<file path="config.mk">
export PLATFORM = sky130hd
export DESIGN_NAME = sys_ctrl
export DESIGN_NICKNAME = d
export VERILOG_FILES = /design/src/sys_map_pkg.sv /design/src/sys_bus_pkg.sv /design/src/sys_ctrl.sv
export VERILOG_INCLUDE_DIRS = /design/src
export SDC_FILE = /design/constraint.sdc
export NUM_CORES = 1
export LEC_CHECK = 0
export ABC_AREA = 0
export BUFFER_PORTS_ARGS = -buffer_cell sky130_fd_sc_hd__buf_2
export CAP_MARGIN = 30
export CORE_MARGIN = 1
export CORE_UTILIZATION = 23
export DETAILED_ROUTE_END_ITERATION = 16
export PLACE_DENSITY = 0.85
export RECOVER_POWER = 100
export SLEW_MARGIN = 20
export SYNTH_ARGS = -nofsm -noshare
export SYNTH_HDL_FRONTEND = slang
export SYNTH_SLANG_ARGS = --single-unit
</file>
<file path="constraint.sdc">
create_clock -name clk_i -period 1.49 [get_ports clk_i]
set_input_delay 0 -clock clk_i [delete_from_list [all_inputs] [get_ports clk_i]]
set_output_delay 0 -clock clk_i [all_outputs]
set_load 0.01 [all_outputs]
</file>
<file path="src/sys_macros.svh">
`ifndef SYS_MACROS_SVH
`define SYS_MACROS_SVH

// Bus widths
`define SYS_DATA_W      32
`define SYS_ADDR_W      32
`define SYS_BE_W        (`SYS_DATA_W / 8)

// Word RAM, 4 KB
`define SYS_RAM_WORDS   1024
`define SYS_RAM_IDX_W   $clog2(`SYS_RAM_WORDS)

// Device windows, base and mask per device
`define SYS_NUM_DEVS    3
`define SYS_RAM_BASE    32'h0010_0000
`define SYS_RAM_MASK    (~32'h0000_0FFF)
`define SYS_CTRL_BASE   32'h0002_0000
`define SYS_CTRL_MASK   (~32'h0000_03FF)
`define SYS_TIMER_BASE  32'h0003_0000
`define SYS_TIMER_MASK  (~32'h0000_03FF)

// Register offsets inside a 1 KB window
`define SYS_REG_OFF_W   10
`define SYS_CTRL_CHAR   10'h000
`define SYS_CTRL_HALT   10'h008
`define SYS_TIMER_W     64
`define SYS_MTIME_LO    10'h000
`define SYS_MTIME_HI    10'h004
`define SYS_MTCMP_LO    10'h008
`define SYS_MTCMP_HI    10'h00C

`endif
</file>
<file path="src/sys_map_pkg.sv">
`include "sys_macros.svh"

package sys_map_pkg;

  // Device index, also used as the bus port index
  typedef enum logic [1:0] {
    DevRam   = 2'd0,
    DevCtrl  = 2'd1,
    DevTimer = 2'd2,
    DevNone  = 2'd3
  } dev_e;

  // Byte offset inside a 1 KB device window
  typedef logic [`SYS_REG_OFF_W-1:0] reg_off_t;

endpackage

</file>
<file path="src/sys_bus_pkg.sv">
`include "sys_macros.svh"

package sys_bus_pkg;

  // Plain bus fields
  typedef logic [`SYS_DATA_W-1:0] data_t;
  typedef logic [`SYS_ADDR_W-1:0] addr_t;
  typedef logic [`SYS_BE_W-1:0]   be_t;

  // Host or device request, 70 bits
  typedef struct packed {
    logic  req;
    logic  we;
    be_t   be;
    addr_t addr;
    data_t wdata;
  } bus_req_t;

  // Response, rdata only meaningful for reads
  typedef struct packed {
    logic  rvalid;
    logic  err;
    data_t rdata;
  } bus_rsp_t;

endpackage

</file>
<file path="src/sys_ctrl.sv">
`timescale 1ns/10ps
`include "sys_macros.svh"

module sys_ctrl (
  input  logic                  clk_i,
  input  logic                  reset_i,
  input  sys_bus_pkg::bus_req_t req_i,
  output sys_bus_pkg::bus_rsp_t rsp_o,
  output logic                  char_valid_o,
  output logic [7:0]            char_o,
  output logic                  halt_o
);
  import sys_map_pkg::*;

  reg_off_t   off;
  logic       wr;
  logic       rvalid_q;
  logic       char_valid_q;
  logic [7:0] char_q;
  logic       halt_q;

  assign off = req_i.addr[`SYS_REG_OFF_W-1:0];
  assign wr  = req_i.req && req_i.we;

  always_ff @(posedge clk_i) begin
    if (reset_i) begin
      rvalid_q     <= 1'b0;
      char_valid_q <= 1'b0;
      halt_q       <= 1'b0;
    end else begin
      rvalid_q     <= req_i.req;
      char_valid_q <= wr && (off == `SYS_CTRL_CHAR);
      // Halt is sticky until reset
      if (wr && (off == `SYS_CTRL_HALT) && req_i.wdata[0]) begin
        halt_q <= 1'b1;
      end
    end
  end

  always_ff @(posedge clk_i) begin
    if (wr && (off == `SYS_CTRL_CHAR)) begin
      char_q <= req_i.wdata[7:0];
    end
  end

  assign char_valid_o = char_valid_q;
  assign char_o       = char_q;
  assign halt_o       = halt_q;

  // Write-only device, reads give zero
  assign rsp_o = '{rvalid: rvalid_q, err: 1'b0, rdata: '0};

endmodule

</file>
# Yosys cells after proc, flatten, opt, wreduce, memory -nomap -nowiden
# Index checks and enable logic that the tools add are counted.
word_totals:
  regBits: 11
  inputBits: 72
  output_inout_bits: 44
op_classes:
  n_eq_ne: 1
  reduce_logical: 5
ops:
  columns: ["op", "n"]
  rows:
  - ["$eq 10x4->1 const B", 1]
  - ["$logic_not 10->1", 1]
  - ["$logic_and 1x1->1", 4]

# Logic depth before layout (Yosys ltp)
depth:
  depth_word: 3
  ltp_mapped: 3
  depth_no_buf: 3

# Worst setup path before layout
# No wires, ideal clock.
synth_timing:
  kind: "input to register"
  startpoint: "input port req_i[39] (netlist name)"
  endpoint: "register char_q[0] (netlist: char_o[0]), enable pin"
  setup_ns: 0.383
  t_arrival_ns: 1.141
  t_required_ns: 1.107
  path_slack_ns: -0.034
  path_stages: 2
  cell_sequence: "or4_4 > nor3_1"
synth_between:
  elab_chain_cells: 2
synth_lines:
  columns: ["element", "line", "text"]
  rows:
  - ["from (decl)", "sys_ctrl.sv:7", "input sys_bus_pkg::bus_req_t req_i,"]
  - ["$logic_not 10->1 (no line)", null, null]
  - ["$logic_and 1x1->1", "sys_ctrl.sv:41", "if (wr && (off == `SYS_CTRL_CHAR)) begin"]
  - ["to (signal assigned)", "sys_ctrl.sv:42", "char_q <= req_i.wdata[7:0];"]
  - ["to (decl)", "sys_ctrl.sv:19", "logic [7:0] char_q;"]
# Every way passes these cells.
# A chain may end at the register's enable or synchronous reset.

# Final worst setup path
layout_timing:
  startpoint: "input port reset_i"
  endpoint: "register char_valid_q (netlist: char_valid_o)"
layout_rtl:
  columns: ["element", "line", "text"]
  rows:
  - ["from (decl)", "sys_ctrl.sv:6", "input logic reset_i,"]
  - ["to (signal assigned)", "sys_ctrl.sv:32", "char_valid_q <= wr && (off == `SYS_CTRL_CHAR);"]
  - ["to (decl)", "sys_ctrl.sv:18", "logic char_valid_q;"]
# No word-level cell between the ends.

==> results_dict.tcl <==
set metrics [dict create \
    yosysTopAreaCell "buf_4" \
    initial_core_util_pct 25.0 \
    clkSlewWorstSetupHoldPaths_ns 0.06 \
    ys_seq_area_share_pct 47.7 \
    peakVddDrop_v 0.000456 \
    fillCellCount 258 \
    slowest_delay_ns 0.59 \
    endpoint_kind "register" \
    cp_num_buf_inv 3 \
    io_pins 116 \
    synth_top_area_share_pct 40.6 \
    first_pass_iters 3 \
    die-area_mm2 0.00295 \
    design_area_um2 823 \
    n_antenna_cell 0 \
    htreeDepth 1 \
    worstSetupStartpoint "reset_i" \
    worstPathRequired_ns 1.69 \
    die_w_um 54.3 \
    fin_ws_ns 0.153 \
    clk_latency_ns 0.26 \
    startpoint_type "input port" \
    synth.area.top_cells "buf_4 41%, edfxtp_1 38%, dfxtp_1 9.5%" \
    vias 468 \
    cts.repair.resized 0 \
    syn_inst 57 \
    hold_viol 0 \
    fin_skew_ns 0 \
    die_y_um 54.3 \
    status "complete, no violations" \
    dpl.hpwl_um 847 \
    wire_per_inst_um 8.79 \
    cts.sinks 11 \
    place.gp.congestion 0.584 \
    coreArea_mm2 0.00252 \
    rsz0062_at_grt "no" \
    syn_area_per_cell_um2 11.0 \
    drt_iter0_drc 4 \
    grt_use_total_pct 7.88 \
    p_per_area_mw_per_mm2 750 \
    grt_first_pass_wirelength_mm 1.50 \
    slew_viol_final 0 \
    crit_cells 4 \
    ant_nets 0 \
    worstSetupPathType "in2reg" \
    place_ws_ns 0.220 \
    grt-ovfl-total 0 \
    nNetsFinal 177 \
    fin_setup_tns_ns 0 \
    cp-endpoint "char_valid_o$_SDFF_PP0_" \
    p_total_mw 0.617 \
    cts_setup_buffers 0 \
    ys_types 14 \
    area_delta_synth_final_pct 30.8 \
    yosysWarnings 0 \
    syn_area_um2 629 \
    totalWireLength_mm 1.18 \
    fmax_ghz 0.748 \
    reg2reg_setup_slack_ns 0.91 \
    critPathSlowestCell "dlygate4sd3_1" \
    cts_buffer_depth 2 \
    arrival_ns 1.54 \
    fin_crit_sh_pct 89.8 \
    cts_buffers 3 \
    rr_endpoint "halt_o$_SDFFE_PP0P_" \
    crit_family "buffers and inverters" \
    holdCritPathClass "in2reg" \
    worstReg2RegStart "halt_o$_SDFFE_PP0P_" \
    synth_seq_cells 11 \
    path_max_fanout 4 \
    antenna_found_initial 0 \
    drive_gt1_share_pct 21.2 \
    grt_pass1_vias 388 \
    io_buffer_count 32 \
    setup_viol 0 \
    grt_max_degree 9 \
    num_rows 18 \
    drc 0 \
    cts_root_buf "clkbuf_4" \
    path_common_cell "dlygate4sd3_1" \
    min_period_ns 1.34 \
    hold_depth 3 \
    viasPerCell 3.49 \
    p_leak_nw 0.370 \
    drv_cap 0 \
    cts_tree "yes" \
    path_cells "dlygate4sd3_1 -> clkbuf_1 -> nor4_1 -> dlygate4sd3_1" \
    rr_worst_depth 2 \
    hold_buffers 12 \
    place_area_um2 704 \
]
area by class of cell:
cell class                 count  area [µm²]  area share, %
tap                           30        37.5           4.56
multi-input combinational     43         190           23.1
clock buffer                   4        26.3           3.19
timing repair buffer          45         265           32.2
inverter                       1        3.75          0.456
sequential                    11         300           36.5
state kept, by name (all words and copies together) (netlist names):
| register | count |
|---|---|
| char_o | 8 |
| rvalid_q | 1 |
| char_valid_o | 1 |
| halt_o | 1 |
per-layer routing:
metal  vias up  share of wire (%)  track usage (%)
li1        215                  -                -
met1       193                 34             7.12
met2        56                 47             14.8
met3         4                 16            0.833
met4         0                2.6             7.69
met5         -                  0                0
report_power, final:
part,internal (mW),leakage (nW),switching [mW]
combinational,0.0400,0.259,0.0565
clock,0.103,0.0150,0.0879
sequential,0.329,0.0963,0.000422
total,0.472,0.370,0.145
worst reg2reg max path: stages (launching register included):
cell and delay, ns:
dfxtp_1 0.33, inv_1 0.05, o22ai_2 0.14
layout by cell type (no fill, tap or decap), types with 2 or more instances in the layout:
cell type      Yosys  final
nor3_1             2      2
dfxtp_1            3      3
clkbuf_1           0     17
dlygate4sd3_1      0     12
clkbuf_4           0      3
edfxtp_1           8      8
conb_1             1     33
buf_2              0     17
synthesized netlist by cell type (all sizes together):
library cell	count
or3	1
dfxtp	3
nor3	2
nor4	1
or4	1
edfxtp	8
nand4	1
inv	1
o22ai	1
nor2b	1
buf	34
nor2	1
conb	1
nand2	1
kinds of logic (layout without fill, tap and decap cells):
group	after synthesis	in the layout	synth area share (%)
compound gates	1	1	1.99
buf+inv	35	50	41.2
flops	11	11	47.7
other cells	1	33	0.596
simple gates	9	9	8.55
metrics by stage:
step / hold slack (ns) / instances / utilization, %
4_1_cts: 0.145 / 134 / 33.7
3_3_place_gp: 0.178 / 118 / 27.9
2_1_floorplan: 0.0716 / 89 / -
5_1_grt: 0.159 / 134 / 32.6
6_report: 0.115 / 134 / 32.6
3_5_place_dp: 0.181 / 118 / 27.9
how the worst min path moves through the flow:
stage                    from                  end
floorplan             reset_i  rvalid_q$_SDFF_PP0_
global placement     req_i[3]  char_o[3]$_DFFE_PP_
detailed placement   req_i[7]  char_o[7]$_DFFE_PP_
CTS                 req_i[40]  halt_o$_SDFFE_PP0P_
global route        req_i[40]  halt_o$_SDFFE_PP0P_
finish              req_i[68]  halt_o$_SDFFE_PP0P_
(Power assumes the default switching activity.)
