--- config.mk ---
export PLATFORM = sky130hd
export DESIGN_NAME = sys_bus
export DESIGN_NICKNAME = d
export VERILOG_FILES = /design/src/sys_map_pkg.sv /design/src/sys_bus_pkg.sv /design/src/sys_bus.sv
export VERILOG_INCLUDE_DIRS = /design/src
export SDC_FILE = /design/constraint.sdc
export NUM_CORES = 1
export LEC_CHECK = 0
export ABC_AREA = 0
export BUFFER_PORTS_ARGS = -buffer_cell sky130_fd_sc_hd__buf_2
export CORE_AREA = 2 2 161 163
export CTS_CLUSTER_SIZE = 28
export DETAILED_ROUTE_END_ITERATION = 7
export DIE_AREA = 0 0 163 165
export GPL_ROUTABILITY_DRIVEN = 0
export PLACE_DENSITY = 0.47
export SETUP_SLACK_MARGIN = 0.15
export SKIP_CTS_REPAIR_TIMING = 1
export SLEW_MARGIN = 20
export SYNTH_ARGS = -nofsm -noshare
export SYNTH_HDL_FRONTEND = slang
export SYNTH_SLANG_ARGS = --single-unit
--- constraint.sdc ---
create_clock -name clk_i -period 2.1 [get_ports clk_i]
set_input_delay 0.21 -clock clk_i [delete_from_list [all_inputs] [get_ports clk_i]]
set_output_delay 0.21 -clock clk_i [all_outputs]
set_load 0.005 [all_outputs]
--- src/sys_macros.svh ---
`ifndef SYS_MACROS_SVH
`define SYS_MACROS_SVH

// Bus widths
`define SYS_DATA_W      32
`define SYS_ADDR_W      32
`define SYS_BE_W        (`SYS_DATA_W / 8)

// Word RAM, 4 KB
`define SYS_RAM_WORDS   1024
`define SYS_RAM_IDX_W   $clog2(`SYS_RAM_WORDS)

// Device windows, base and mask per device
`define SYS_NUM_DEVS    3
`define SYS_RAM_BASE    32'h0010_0000
`define SYS_RAM_MASK    (~32'h0000_0FFF)
`define SYS_CTRL_BASE   32'h0002_0000
`define SYS_CTRL_MASK   (~32'h0000_03FF)
`define SYS_TIMER_BASE  32'h0003_0000
`define SYS_TIMER_MASK  (~32'h0000_03FF)

// Register offsets inside a 1 KB window
`define SYS_REG_OFF_W   10
`define SYS_CTRL_CHAR   10'h000
`define SYS_CTRL_HALT   10'h008
`define SYS_TIMER_W     64
`define SYS_MTIME_LO    10'h000
`define SYS_MTIME_HI    10'h004
`define SYS_MTCMP_LO    10'h008
`define SYS_MTCMP_HI    10'h00C

`endif
--- src/sys_map_pkg.sv ---
`include "sys_macros.svh"

package sys_map_pkg;

  // Device index, also used as the bus port index
  typedef enum logic [1:0] {
    DevRam   = 2'd0,
    DevCtrl  = 2'd1,
    DevTimer = 2'd2,
    DevNone  = 2'd3
  } dev_e;

  // Byte offset inside a 1 KB device window
  typedef logic [`SYS_REG_OFF_W-1:0] reg_off_t;

endpackage

--- src/sys_bus_pkg.sv ---
`include "sys_macros.svh"

package sys_bus_pkg;

  // Plain bus fields
  typedef logic [`SYS_DATA_W-1:0] data_t;
  typedef logic [`SYS_ADDR_W-1:0] addr_t;
  typedef logic [`SYS_BE_W-1:0]   be_t;

  // Host or device request, 70 bits
  typedef struct packed {
    logic  req;
    logic  we;
    be_t   be;
    addr_t addr;
    data_t wdata;
  } bus_req_t;

  // Response, rdata only meaningful for reads
  typedef struct packed {
    logic  rvalid;
    logic  err;
    data_t rdata;
  } bus_rsp_t;

endpackage

--- src/sys_bus.sv ---
`timescale 1ns/10ps
`include "sys_macros.svh"

module sys_bus (
  input  logic                  clk_i,
  input  logic                  reset_i,
  input  sys_bus_pkg::bus_req_t host_req_i,
  output logic                  host_gnt_o,
  output sys_bus_pkg::bus_rsp_t host_rsp_o,
  output sys_bus_pkg::bus_req_t dev_req_o [`SYS_NUM_DEVS],
  input  sys_bus_pkg::bus_rsp_t dev_rsp_i [`SYS_NUM_DEVS]
);
  import sys_bus_pkg::*;
  import sys_map_pkg::*;

  dev_e dev_sel;
  dev_e rsp_sel_q;
  logic err_pend_q;

  function automatic logic in_window(addr_t addr, addr_t base, addr_t mask);
    return (addr & mask) == base;
  endfunction

  // Grant is never withheld
  assign host_gnt_o = host_req_i.req;

  always_comb begin
    dev_sel = DevNone;
    if (in_window(host_req_i.addr, `SYS_RAM_BASE, `SYS_RAM_MASK)) begin
      dev_sel = DevRam;
    end else if (in_window(host_req_i.addr, `SYS_CTRL_BASE, `SYS_CTRL_MASK)) begin
      dev_sel = DevCtrl;
    end else if (in_window(host_req_i.addr, `SYS_TIMER_BASE, `SYS_TIMER_MASK)) begin
      dev_sel = DevTimer;
    end
  end

  // Same request to every device, strobe only to the selected one
  always_comb begin
    for (int i = 0; i < `SYS_NUM_DEVS; i++) begin
      dev_req_o[i]     = host_req_i;
      dev_req_o[i].req = host_req_i.req && (dev_sel == dev_e'(i));
    end
  end

  // Remember who owes the response next cycle
  always_ff @(posedge clk_i) begin
    if (reset_i) begin
      rsp_sel_q  <= DevNone;
      err_pend_q <= 1'b0;
    end else begin
      rsp_sel_q  <= host_req_i.req ? dev_sel : DevNone;
      err_pend_q <= host_req_i.req && (dev_sel == DevNone);
    end
  end

  always_comb begin
    host_rsp_o = '0;
    case (rsp_sel_q)
      DevRam:   host_rsp_o = dev_rsp_i[DevRam];
      DevCtrl:  host_rsp_o = dev_rsp_i[DevCtrl];
      DevTimer: host_rsp_o = dev_rsp_i[DevTimer];
      default: begin
        // Unmapped address, answered here with zero data
        host_rsp_o.rvalid = err_pend_q;
        host_rsp_o.err    = err_pend_q;
      end
    endcase
  end

endmodule

-- Yosys cells after proc, flatten, opt, wreduce, memory -nomap -nowiden
Index checks and enable logic that the tools add are counted.
- register bits after elaboration: 3
- output and inout port bits: 245
- logic and storage cells: 23
- input bits: 174
- mux-type cells: 5
- reduce and logical (&&, ||, !) cells: 7
- bitwise gates (word level): 1
- eq/ne operators: 8
- operators by type and width (operator ; number):
    32-bit case mux with 3 select lines ; 1
    22-bit by 8-bit equality test with 1-bit output, second input constant ; 2
    20-bit by 9-bit equality test with 1-bit output, second input constant ; 1
    2-bit equality test, second input constant ; 3
    2-bit case mux with 3 select lines ; 1
    2-bit by 1-bit equality test with 1-bit output, second input constant ; 2
    1-bit logical AND ; 4
    2-bit logical NOT ; 2
    2-bit two-way mux ; 2
    2-bit OR reduction ; 1
    1-bit two-way mux ; 1
    1-bit NOT ; 1

-- Logic depth before layout (Yosys ltp)
- depth after elaboration: 6
- depth in mapped cells: 6
- depth with buffers taken out: 3

-- Worst setup path before layout
Ideal clock, no wire load.
- path type: in2reg
- start point: input host_req_i[63] (netlist bit)
- end point: register rsp_sel_q[0]
- arrival: 1568 ps
- cell stages on the path: 3
- setup slack: 397 ps
- buffers on the path: 0
- data required time: 1965 ps
- library setup time: 135 ps
- path through: or4_4 -> or3_4 -> or4_4
- word-level cells in the longest chain between the ends: 4
- elaborated cells between the ends (all ways): 6
- classes of those cells: 3 x eq/ne; 3 x mux
- ends and longest elaborated chain (what ; line ; RTL):
    from (decl) ; sys_bus.sv:7 ; input sys_bus_pkg::bus_req_t host_req_i,
    22-bit by 8-bit equality test with 1-bit output ; sys_bus.sv:21 ; return (addr & mask) == base;
    1-bit two-way mux ; sys_bus.sv:33 ; end else if (in_window(host_req_i.addr, `SYS_TIMER_BASE, `SYS_TIMER_MASK)) begin
    2-bit two-way mux ; sys_bus.sv:31 ; end else if (in_window(host_req_i.addr, `SYS_CTRL_BASE, `SYS_CTRL_MASK)) begin
    2-bit two-way mux (*) ; sys_bus.sv:29 ; if (in_window(host_req_i.addr, `SYS_RAM_BASE, `SYS_RAM_MASK)) begin
    to (signal assigned) ; sys_bus.sv:49 ; rsp_sel_q <= DevNone;
    to (signal assigned) ; sys_bus.sv:52 ; rsp_sel_q <= host_req_i.req ? dev_sel : DevNone;
    to (decl) ; sys_bus.sv:17 ; dev_e rsp_sel_q;
Every way passes the cells marked *; elsewhere a longest branch is shown, timed or not.
A chain may end at the register's enable or synchronous reset.

==> flow_summary.toml <==
[timing]
setup_violations = 0
fin_setup_tns_ps = 0
max_slew.worst_pin.slew_ps = 517
slew_violations = 0
finalCriticalPeriod_ps = 1830
rsz0062_at_grt = "false"
period_share = 0.873
hold_viol_final = 0
fmax_ghz = 0.545
max_slew_margin = 0.652

[drt]
drc = 0
antenna_left = 0
dr.pass1.iters = 4
viasPerCell = 2.99
drt_iter0_markers = 97
wire_per_inst_um = 13.2
wl_um = 9200
vias = 2081

[finish]
fin_cells = 696
register_area_um2 = 61.3
drive_gt1_frac = 0.672
syn_to_final_growth_pct = 4.54
multi_input_area_um2 = 821
nets = 541
num-fill-cells = 2921
diodes = 0

[global_routing]
grt_pass1_wl_um = 11000
grt_use_total = 0.0576
antenna_found_initial = 0
grt-ovfl-total = 0
grt_max_degree = 35
grt_pass1_vias = 1610

[worst_setup_path]
path_class = "in -> out"
cp_max_fo = 4
crit_top_cell = "buf_2"
end_kind = "output port"
path_cells = "buf_2, or4_4, or3_4, nor4_1, buf_2"
required_ps = 1890
arrival_ps = 1620
startpoint_type = "primary input"
cpPeakStageDelay_ps = 520
critPathSlowestCell = "or4_4"

[floorplanning]
io_pins = 419
rows = 58
die_area_um2 = 26900
die_h_um = 165
dieWidth_um = 163
initial_utilization = 0.0992
coreArea_um2 = 25000

[synth]
synthTopCellsByArea = "buf_4 (63%), mux2i_1 (13%), o21ai_0 (6.3%)"
yosysTopAreaCell = "buf_4"
synth_nets = 519
avgSynthCellArea_um2 = 7.20
synth_top_area_share = 0.629
syn-cell-area_um2 = 2480
seq_area_frac_synth = 0.0242
synth_warnings = 0
syn-instance-count = 345
ys_ff_latch = 3
synth_cell_type_count = 23

[power_and_ir_drop]
power.share.sequential = 0.098
pwr-share-clk = 0.484
ir_worst_vdd_mv = 0.143
power.internal_mw = 0.456
p_leak_nw = 1.52
power_density_nw_per_um2 = 238
power.switching_mw = 0.160
p_total_mw = 0.617
swShare = 0.260
combPwrFrac = 0.418

[placed_design]
dp.cells = 692
port_buffers = 230
hpwl_um = 7960

[worst_hold_path]
holdCritPathClass = "in -> reg"
hold_depth = 3

[clocking]
tritoncts = "done"
clock_path_buffers = 2
cts_max_level = 1
clk_pin_slew_ps = 30
clock_sinks = 3
cts_root_buffer = "clkbuf_16"
cts_buffers = 3

[outcome]
status = "complete, no violations"

[run]
cap_violations = 0
==> cell usage after synthesis, drive strengths merged <==
cell / n
buf: 212
nand2: 33
o21ai: 33
mux2i: 32
clkbuf: 7
nor4: 4
dfxtp: 3
nand2b: 3
nand3: 3
nor3: 3
mux4: 2
or4: 2
a211oi: 1
a31oi: 1
and3: 1
mux2: 1
nor2b: 1
nor4b: 1
or3: 1
or4b: 1
==> cell type report <==
class | instances | share of cell area
multi-input combinational | 123 | 0.316
timing repair buffer | 236 | 0.471
sequential | 3 | 0.0236
clock buffer | 4 | 0.0304
tap | 330 | 0.159
==> registers in the layout, indices dropped and copies added (netlist names) <==
name        cells
rsp_sel_q       2
err_pend_q      1
==> through the flow <==
stage                     setup WS, ps  utilization  hold slack [ps]  cell area, um^2
final                              266        0.104              325             2590
after global routing               173        0.104              359             2590
after floorplan                    397            -              325             2480
after CTS                          246        0.104              342             2590
after global placement             214        0.101              420             2520
after detailed placement           214        0.101              420             2520
==> final timing paths <==
kind,endpoint,from,slack (ps)
max,dev_req_o[209],host_req_i[63],270
min,rsp_sel_q[1]$_SDFF_PP1_,host_req_i[46],330
==> routing by layer <==
layer  vias up  global-route usage  wire (um)
met2       255              0.0678       3580
met3         6              0.0537       1720
met1       852              0.0739       3830
met4         2             0.00925         31
li1        966                   -          -
met5         -              0.0114         44
==> power groups by stage <==
| stage | combinational (mW) | clock, mW | sequential, mW |
|---|---|---|---|
| 2_1_floorplan | 0.353 | 0 | 0.0595 |
| 3_3_place_gp | 0.258 | 0 | 0.0614 |
| 3_5_place_dp | 0.259 | 0 | 0.0614 |
| 4_1_cts | 0.261 | 0.305 | 0.0606 |
| 5_1_grt | 0.282 | 0.313 | 0.0606 |
| 6_report | 0.258 | 0.298 | 0.0607 |
==> cell families (layout without fill, tap and decap cells) <==
family | after synthesis | after routing | synth area share
and+or+nand+nor | 53 | 53 | 0.106
AOI/OAI and AO/OA | 35 | 35 | 0.0721
muxes | 35 | 35 | 0.152
DFF | 3 | 3 | 0.0242
buffers and inverters | 219 | 240 | 0.646
==> critical path, delay by kind of cell <==
family,cells,cell delay (ps)
AND/OR/NAND/NOR,3,1150
buffers and inverters,2,260
==> cells in the final DEF, fill, tap and decap left out <==
cell       instances
o21ai_1            2
nand2b_1           3
dfxtp_1            2
nand2_1           33
and3_1             1
nor4b_1            1
or4_4              2
or4b_1             1
clkbuf_16          3
buf_4              4
mux2_1             1
o21ai_0           31
a211oi_1           1
mux4_2             2
a31oi_1            1
nand3_1            3
dfxtp_2            1
buf_2            230
mux2i_1           32
nor4_1             4
clkbuf_1           1
buf_12             2
or3_4              1
nor2b_2            1
nor3_1             3
No activity file was read; power rests on OpenSTA's default activity.
