**config.mk**
```make
export PLATFORM = sky130hd
export DESIGN_NAME = sys_timer
export DESIGN_NICKNAME = d
export VERILOG_FILES = /design/src/sys_map_pkg.sv /design/src/sys_bus_pkg.sv /design/src/sys_timer.sv
export VERILOG_INCLUDE_DIRS = /design/src
export SDC_FILE = /design/constraint.sdc
export NUM_CORES = 1
export LEC_CHECK = 0
export BUFFER_PORTS_ARGS = -buffer_cell sky130_fd_sc_hd__buf_2
export CAP_MARGIN = 10
export CORE_ASPECT_RATIO = 0.75
export CORE_MARGIN = 4
export CORE_UTILIZATION = 63
export CTS_CLUSTER_SIZE = 24
export DETAILED_ROUTE_END_ITERATION = 6
export GPL_ROUTABILITY_DRIVEN = 0
export PLACE_DENSITY = 0.81
export SYNTH_ARGS = -nofsm -noshare
export SYNTH_HDL_FRONTEND = slang
export SYNTH_SLANG_ARGS = --single-unit
```
**constraint.sdc**
```tcl
create_clock -name clk_i -period 4.3 [get_ports clk_i]
set_clock_uncertainty 0.15 [all_clocks]
set_input_delay 0.43 -clock clk_i [delete_from_list [all_inputs] [get_ports clk_i]]
set_output_delay 0.43 -clock clk_i [all_outputs]
set_load 0.02 [all_outputs]
```
**src/sys_macros.svh**
```systemverilog
`ifndef SYS_MACROS_SVH
`define SYS_MACROS_SVH

// Bus widths
`define SYS_DATA_W      32
`define SYS_ADDR_W      32
`define SYS_BE_W        (`SYS_DATA_W / 8)

// Word RAM, 4 KB
`define SYS_RAM_WORDS   1024
`define SYS_RAM_IDX_W   $clog2(`SYS_RAM_WORDS)

// Device windows, base and mask per device
`define SYS_NUM_DEVS    3
`define SYS_RAM_BASE    32'h0010_0000
`define SYS_RAM_MASK    (~32'h0000_0FFF)
`define SYS_CTRL_BASE   32'h0002_0000
`define SYS_CTRL_MASK   (~32'h0000_03FF)
`define SYS_TIMER_BASE  32'h0003_0000
`define SYS_TIMER_MASK  (~32'h0000_03FF)

// Register offsets inside a 1 KB window
`define SYS_REG_OFF_W   10
`define SYS_CTRL_CHAR   10'h000
`define SYS_CTRL_HALT   10'h008
`define SYS_TIMER_W     64
`define SYS_MTIME_LO    10'h000
`define SYS_MTIME_HI    10'h004
`define SYS_MTCMP_LO    10'h008
`define SYS_MTCMP_HI    10'h00C

`endif
```
**src/sys_map_pkg.sv**
```systemverilog
`include "sys_macros.svh"

package sys_map_pkg;

  // Device index, also used as the bus port index
  typedef enum logic [1:0] {
    DevRam   = 2'd0,
    DevCtrl  = 2'd1,
    DevTimer = 2'd2,
    DevNone  = 2'd3
  } dev_e;

  // Byte offset inside a 1 KB device window
  typedef logic [`SYS_REG_OFF_W-1:0] reg_off_t;

endpackage

```
**src/sys_bus_pkg.sv**
```systemverilog
`include "sys_macros.svh"

package sys_bus_pkg;

  // Plain bus fields
  typedef logic [`SYS_DATA_W-1:0] data_t;
  typedef logic [`SYS_ADDR_W-1:0] addr_t;
  typedef logic [`SYS_BE_W-1:0]   be_t;

  // Host or device request, 70 bits
  typedef struct packed {
    logic  req;
    logic  we;
    be_t   be;
    addr_t addr;
    data_t wdata;
  } bus_req_t;

  // Response, rdata only meaningful for reads
  typedef struct packed {
    logic  rvalid;
    logic  err;
    data_t rdata;
  } bus_rsp_t;

endpackage

```
**src/sys_timer.sv**
```systemverilog
`timescale 1ns/10ps
`include "sys_macros.svh"

module sys_timer (
  input  logic                  clk_i,
  input  logic                  reset_i,
  input  sys_bus_pkg::bus_req_t req_i,
  output sys_bus_pkg::bus_rsp_t rsp_o,
  output logic                  irq_o
);
  import sys_bus_pkg::*;
  import sys_map_pkg::*;

  logic [`SYS_TIMER_W-1:0] mtime_q;
  logic [`SYS_TIMER_W-1:0] mtimecmp_q;
  reg_off_t                off;
  logic                    wr;
  logic                    off_ok;
  data_t                   rdata_d;
  data_t                   rdata_q;
  logic                    rvalid_q;
  logic                    err_q;
  logic                    irq_q;

  assign off = req_i.addr[`SYS_REG_OFF_W-1:0];
  assign wr  = req_i.req && req_i.we;

  // Readback mux and offset check
  always_comb begin
    off_ok  = 1'b1;
    rdata_d = '0;
    case (off)
      `SYS_MTIME_LO: rdata_d = mtime_q[31:0];
      `SYS_MTIME_HI: rdata_d = mtime_q[63:32];
      `SYS_MTCMP_LO: rdata_d = mtimecmp_q[31:0];
      `SYS_MTCMP_HI: rdata_d = mtimecmp_q[63:32];
      default:       off_ok  = 1'b0;
    endcase
  end

  always_ff @(posedge clk_i) begin
    if (reset_i) begin
      mtime_q    <= '0;
      mtimecmp_q <= '1;
    end else begin
      mtime_q <= mtime_q + 1'b1;
      // A written half replaces the incremented value
      if (wr) begin
        case (off)
          `SYS_MTIME_LO: mtime_q[31:0]     <= req_i.wdata;
          `SYS_MTIME_HI: mtime_q[63:32]    <= req_i.wdata;
          `SYS_MTCMP_LO: mtimecmp_q[31:0]  <= req_i.wdata;
          `SYS_MTCMP_HI: mtimecmp_q[63:32] <= req_i.wdata;
          default: ;
        endcase
      end
    end
  end

  always_ff @(posedge clk_i) begin
    if (reset_i) begin
      rvalid_q <= 1'b0;
      err_q    <= 1'b0;
      irq_q    <= 1'b0;
    end else begin
      rvalid_q <= req_i.req;
      err_q    <= req_i.req && !off_ok;
      irq_q    <= (mtime_q >= mtimecmp_q);
    end
  end

  always_ff @(posedge clk_i) begin
    if (req_i.req) begin
      rdata_q <= req_i.we ? '0 : rdata_d;
    end
  end

  assign rsp_o = '{rvalid: rvalid_q, err: err_q, rdata: rdata_q};
  assign irq_o = irq_q;

endmodule

```
## Yosys cells after proc, flatten, opt, wreduce, memory -nomap -nowiden

Cells that the tools add are included.

- Output and inout bits: 35
- Input port bits: 72
- ROM bits: 0
- RAM bits: 0
- Word-level logic and storage cells: 24
- Memories kept: 0
- Latch bits: 0
- Register bits: 163

- Mux-type cells: 5
- Shift-type cells: 0
- Eq/ne operators: 3
- $mul: 0
- Bitwise logic cells: 0
- Divide/modulo/power cells: 0
- Reductions and logical operators: 7
- Magnitude comparators: 1
- Add/sub/neg operators: 1

Operators with widths:

| operator | number |
|---|---|
| 32-bit case mux with 4 select lines | 1 |
| 64-bit by 1-bit adder with 64-bit output, second input constant | 1 |
| 64-bit >= comparator | 1 |
| 32-bit two-way mux | 2 |
| 64-bit two-way mux | 1 |
| 10-bit by 4-bit == test with 1-bit output, second input constant | 2 |
| 10-bit by 3-bit == test with 1-bit output, second input constant | 1 |
| 10-bit logical NOT | 1 |
| 2-bit AND reduction | 2 |
| 4-bit OR reduction | 1 |
| 1-bit logical AND | 2 |
| 1-bit logical NOT | 1 |
| 1-bit two-way mux | 1 |

## Longest topological paths before layout

- Depth in word-level cells: 5
- Depth in mapped cells: 8
- Mapped depth without buffers: 8

## Least setup slack after synthesis

Ideal clock, no wire load.

- Path type: input to register
- Start point: in req_i[33] (netlist bit)
- End point: reg mtimecmp_q[24]
- Stages: 8
- Required time: 4.030 ns
- Data arrival time: 1.955 ns
- Slack: 2.076 ns
- Cell sequence: nor4_2 -> nand2_1 -> nor3b_2 -> and3_1 -> buf_2 -> buf_4 -> nor2_1 -> a211o_1

- Word-level cells in the longest chain between the ends: 2

RTL lines:

| item | line | source |
|---|---|---|
| start: declaration | sys_timer.sv:7 | `input sys_bus_pkg::bus_req_t req_i,` |
| 10-bit by 4-bit == test with 1-bit output | sys_timer.sv:49 | `case (off)` |
| 2-bit AND reduction (no source line) | n/a |  |
| end signal: assignment | sys_timer.sv:52 | `` `SYS_MTCMP_LO: mtimecmp_q[31:0] <= req_i.wdata; `` |
| end: declaration | sys_timer.sv:15 | `` logic [`SYS_TIMER_W-1:0] mtimecmp_q; `` |

Every way passes these cells.
A chain may end at the register's enable or synchronous reset.

## Final worst setup path

- Start point: reg mtime_q[35]
- End point: reg mtime_q[54]

- Word-level cells in the longest chain between the ends: 3

RTL lines:

| item | line | source |
|---|---|---|
| start: declaration | sys_timer.sv:14 | `` logic [`SYS_TIMER_W-1:0] mtime_q; `` |
| start signal: assignment | sys_timer.sv:46 | `mtime_q <= mtime_q + 1'b1;` |
| start signal: assignment | sys_timer.sv:51 | `` `SYS_MTIME_HI: mtime_q[63:32] <= req_i.wdata; `` |
| 64-bit by 1-bit adder with 64-bit output * | sys_timer.sv:46 |  |
| 32-bit two-way mux | sys_timer.sv:49 |  |
| 64-bit two-way mux * | sys_timer.sv:48 | `if (wr) begin` |

Mark *: on every way between the ends. The rest lies on a longest branch, timed or not.

==> impl_metrics.py <==
metrics = {
    "grt": {
        "grt_pass1_wl_um": 38800,
        "grt_antenna_before_repair": 0,
        "grt_overflow": 0,
        "grt_max_degree": 69,
        "grt_pass1_vias": 7375,
        "grt_use_total_pct": 29.5,
    },
    "worst_setup_path": {
        "start_kind": "flop",
        "r2r_cells": 6,
        "endpoint_kind": "flop",
        "crit_family": "simple AND/OR/NAND/NOR gates",
        "r2r_start": "mtime_q[35]",
        "rr_endpoint": "mtime_q[54]",
        "startpoint": "mtime_q[35]",
        "cp_num_cells": 6,
        "slowest_delay_ns": 0.70,
        "crit_fanout": 12,
        "critPathCapture": "mtime_q[54]",
        "worstPathCellList": "nand4_1 -> nor4_1 -> and3_1 -> nand4_1 -> xor2_1 -> a211oi_1",
        "arrival_ns": 3.10,
        "crit_top_cell": "nand4_1",
        "path_class": "reg2reg",
        "worst_path_max_delay_cell": "nor4_1",
        "regToRegSetupSlack_ns": 1.38,
        "required_ns": 4.48,
        "cp.buffers_inverters": 0,
    },
    "synth": {
        "synth_warnings": 0,
        "yosys.cell_types.count": 47,
        "synth-edff-count": 32,
        "synth_area_mm2": 0.00897,
        "syn_inst": 1009,
        "async_flop_share_pct": 0,
        "syn-num-nets": 1146,
        "syn_area_per_cell_um2": 8.89,
        "ys_ff_latch": 163,
        "synth_ff_type": "dfxtp_1",
        "synth-seq-area-share_pct": 39.9,
    },
    "routing": {
        "wl_um": 24000,
        "vias": 7941,
        "first_iter_violations": 877,
        "route.detailed.drc": 0,
        "via_per_inst": 6.40,
        "ant_nets": 0,
        "firstDrtPassIters": 7,
        "post_drt_wl_per_cell_um": 19.4,
    },
    "finish": {
        "antenna_cells": 0,
        "layout_commonest_cell": "nor2_1",
        "utilization_pct": 72.7,
        "drive_gt1_share_pct": 13.0,
        "area_growth_pct": 12.2,
        "nNetsFinal": 1189,
        "final_cell_mix": "nor2_1, dfxtp_1, buf_2",
        "final_cells": 1240,
    },
    "min_path": {
        "hold_path.class": "in2reg",
    },
    "cts": {
        "clkLatencyLatePin_ns": 0.43,
        "clock_path_buffers": 2,
        "clkSlewWorstSetupHoldPaths_ns": 0.06,
        "cts_tree": "done",
        "cts_hold_buf": 0,
        "root_buffer": "clkbuf_16",
        "post_cts_buffers": 0,
        "numCtsBuffers": 17,
        "htreeDepth": 4,
        "clock_sinks": 163,
        "post_cts_resized": 0,
    },
    "timing": {
        "max_freq_mhz": 343,
        "max_slew_margin_pct": 38.3,
        "drv_slew": 0,
        "worstMarginPinSlew_ns": 0.919,
        "fin_ws_ns": 1.38,
        "final_period_minus_worst_setup_slack_ns": 2.92,
        "fin_tns_setup_ns": 0,
        "timing.final.crit_share_pct": 67.8,
        "finalHoldViolCount": 0,
        "hold_slack_ns": 0.114,
        "setup_viol": 0,
        "rsz0062_at_grt": "no",
    },
    "floorplan": {
        "ios": 107,
        "die_w_um": 146,
        "die_h_um": 111,
        "start_util_pct": 64.8,
        "num_rows": 37,
        "coreArea_mm2": 0.0138,
        "die-area_mm2": 0.0162,
    },
    "pwr": {
        "power_per_cell_area_mw_per_mm2": 329,
        "p_leak_nw": 4.34,
        "ir_worst_vdd_v": 0.000250,
    },
    "run_status": {
        "status": "finished, final reports clean",
    },
    "place": {
        "post-place-ws_ns": 1.40,
        "dp_hpwl_um": 15900,
        "place_inst": 1208,
        "io_buffers": 80,
    },
    "run": {
        "cap_violations": 0,
    },
}
[layout make-up]
| class | instances | area, um2 |
|---|---|---|
| Tap cell | 175 | 219 |
| Clock buffer | 20 | 447 |
| Clock inverter | 12 | 181 |
| Inverter | 70 | 263 |
| Fill cell | 1036 | 3780 |
| Sequential cell | 163 | 3580 |
| Multi-Input combinational cell | 709 | 4860 |
| Timing Repair Buffer | 91 | 510 |
[per-layer routing]
layer | wire length, um | up-vias | track usage (%)
li1 | - | 3778 | -
met1 | 11100 | 3750 | 43.6
met2 | 10300 | 376 | 44.4
met3 | 2270 | 37 | 5.45
met4 | 353 | 0 | 8.22
met5 | 0 | - | 0
[metrics by stage]
stage                     total power (W)  instance area (um2)
after detailed placement          0.00173                 9430
after floorplan                   0.00166                 8970
after CTS                         0.00332                10100
after global placement            0.00173                 9430
after global routing              0.00340                10100
final                             0.00331                10100
[how the worst min path moves through the flow]
| stage | startpoint | end | depth (start not counted) |
|---|---|---|---|
| floorplan | mtime_q[0] | mtime_q[0] | 1 |
| global placement | mtime_q[0] | mtime_q[0] | 1 |
| detailed placement | mtime_q[0] | mtime_q[0] | 1 |
| CTS | req_i[6] | mtimecmp_q[6] | 2 |
| global route | req_i[7] | mtimecmp_q[7] | 2 |
| finish | req_i[7] | mtimecmp_q[39] | 2 |
[where the power goes]
part,switching [W],internal [W],leakage [nW]
clock,0.000627,0.000990,0.304
combinational,0.0000831,0.0000344,2.64
sequential,0.00000759,0.00157,1.39
[cells in the mapped netlist, types with 2 or more instances]
cell,count,area [um2]
nand2_1,37,139
clkbuf_1,45,169
buf_1,3,11.3
a21o_1,4,30.0
nor2_1,147,552
nor3b_2,2,25.0
inv_1,70,263
ha_1,65,813
xor2_1,38,333
nor2b_1,4,25.0
and2_1,3,18.8
a211oi_1,58,435
o21bai_1,2,15.0
xnor2_1,24,210
a2111oi_0,2,17.5
and4_1,5,43.8
o21ai_0,11,55.1
buf_2,11,55.1
nor4_2,3,37.5
a21oi_1,59,295
nor4_1,5,31.3
nor3_1,13,65.1
a211o_1,64,561
dfxtp_1,131,2620
nor3_2,2,20.0
nand4_1,36,225
a22oi_1,64,480
edfxtp_1,32,961
nand3_1,32,160
buf_4,6,45.0
and3_1,15,93.8
[registers in the layout (all words and copies together) (netlist names)]
register    flops
err_q           1
mtimecmp_q     64
mtime_q        64
irq_o           1
rvalid_q        1
rdata_q        32
[cells by family (layout without fill, tap and decap cells)]
kind of cell | count (synthesis) | after routing | share of synthesized area, %
AND/OR/NAND/NOR | 310 | 310 | 16.9
AO/OA/AOI/OAI | 272 | 272 | 21.8
flip-flops | 163 | 163 | 39.9
buffers and inverters | 137 | 193 | 6.23
adder cells (fa/ha/maj) | 65 | 65 | 9.07
XOR/XNOR | 62 | 62 | 6.05
(Power assumes the default switching activity.)
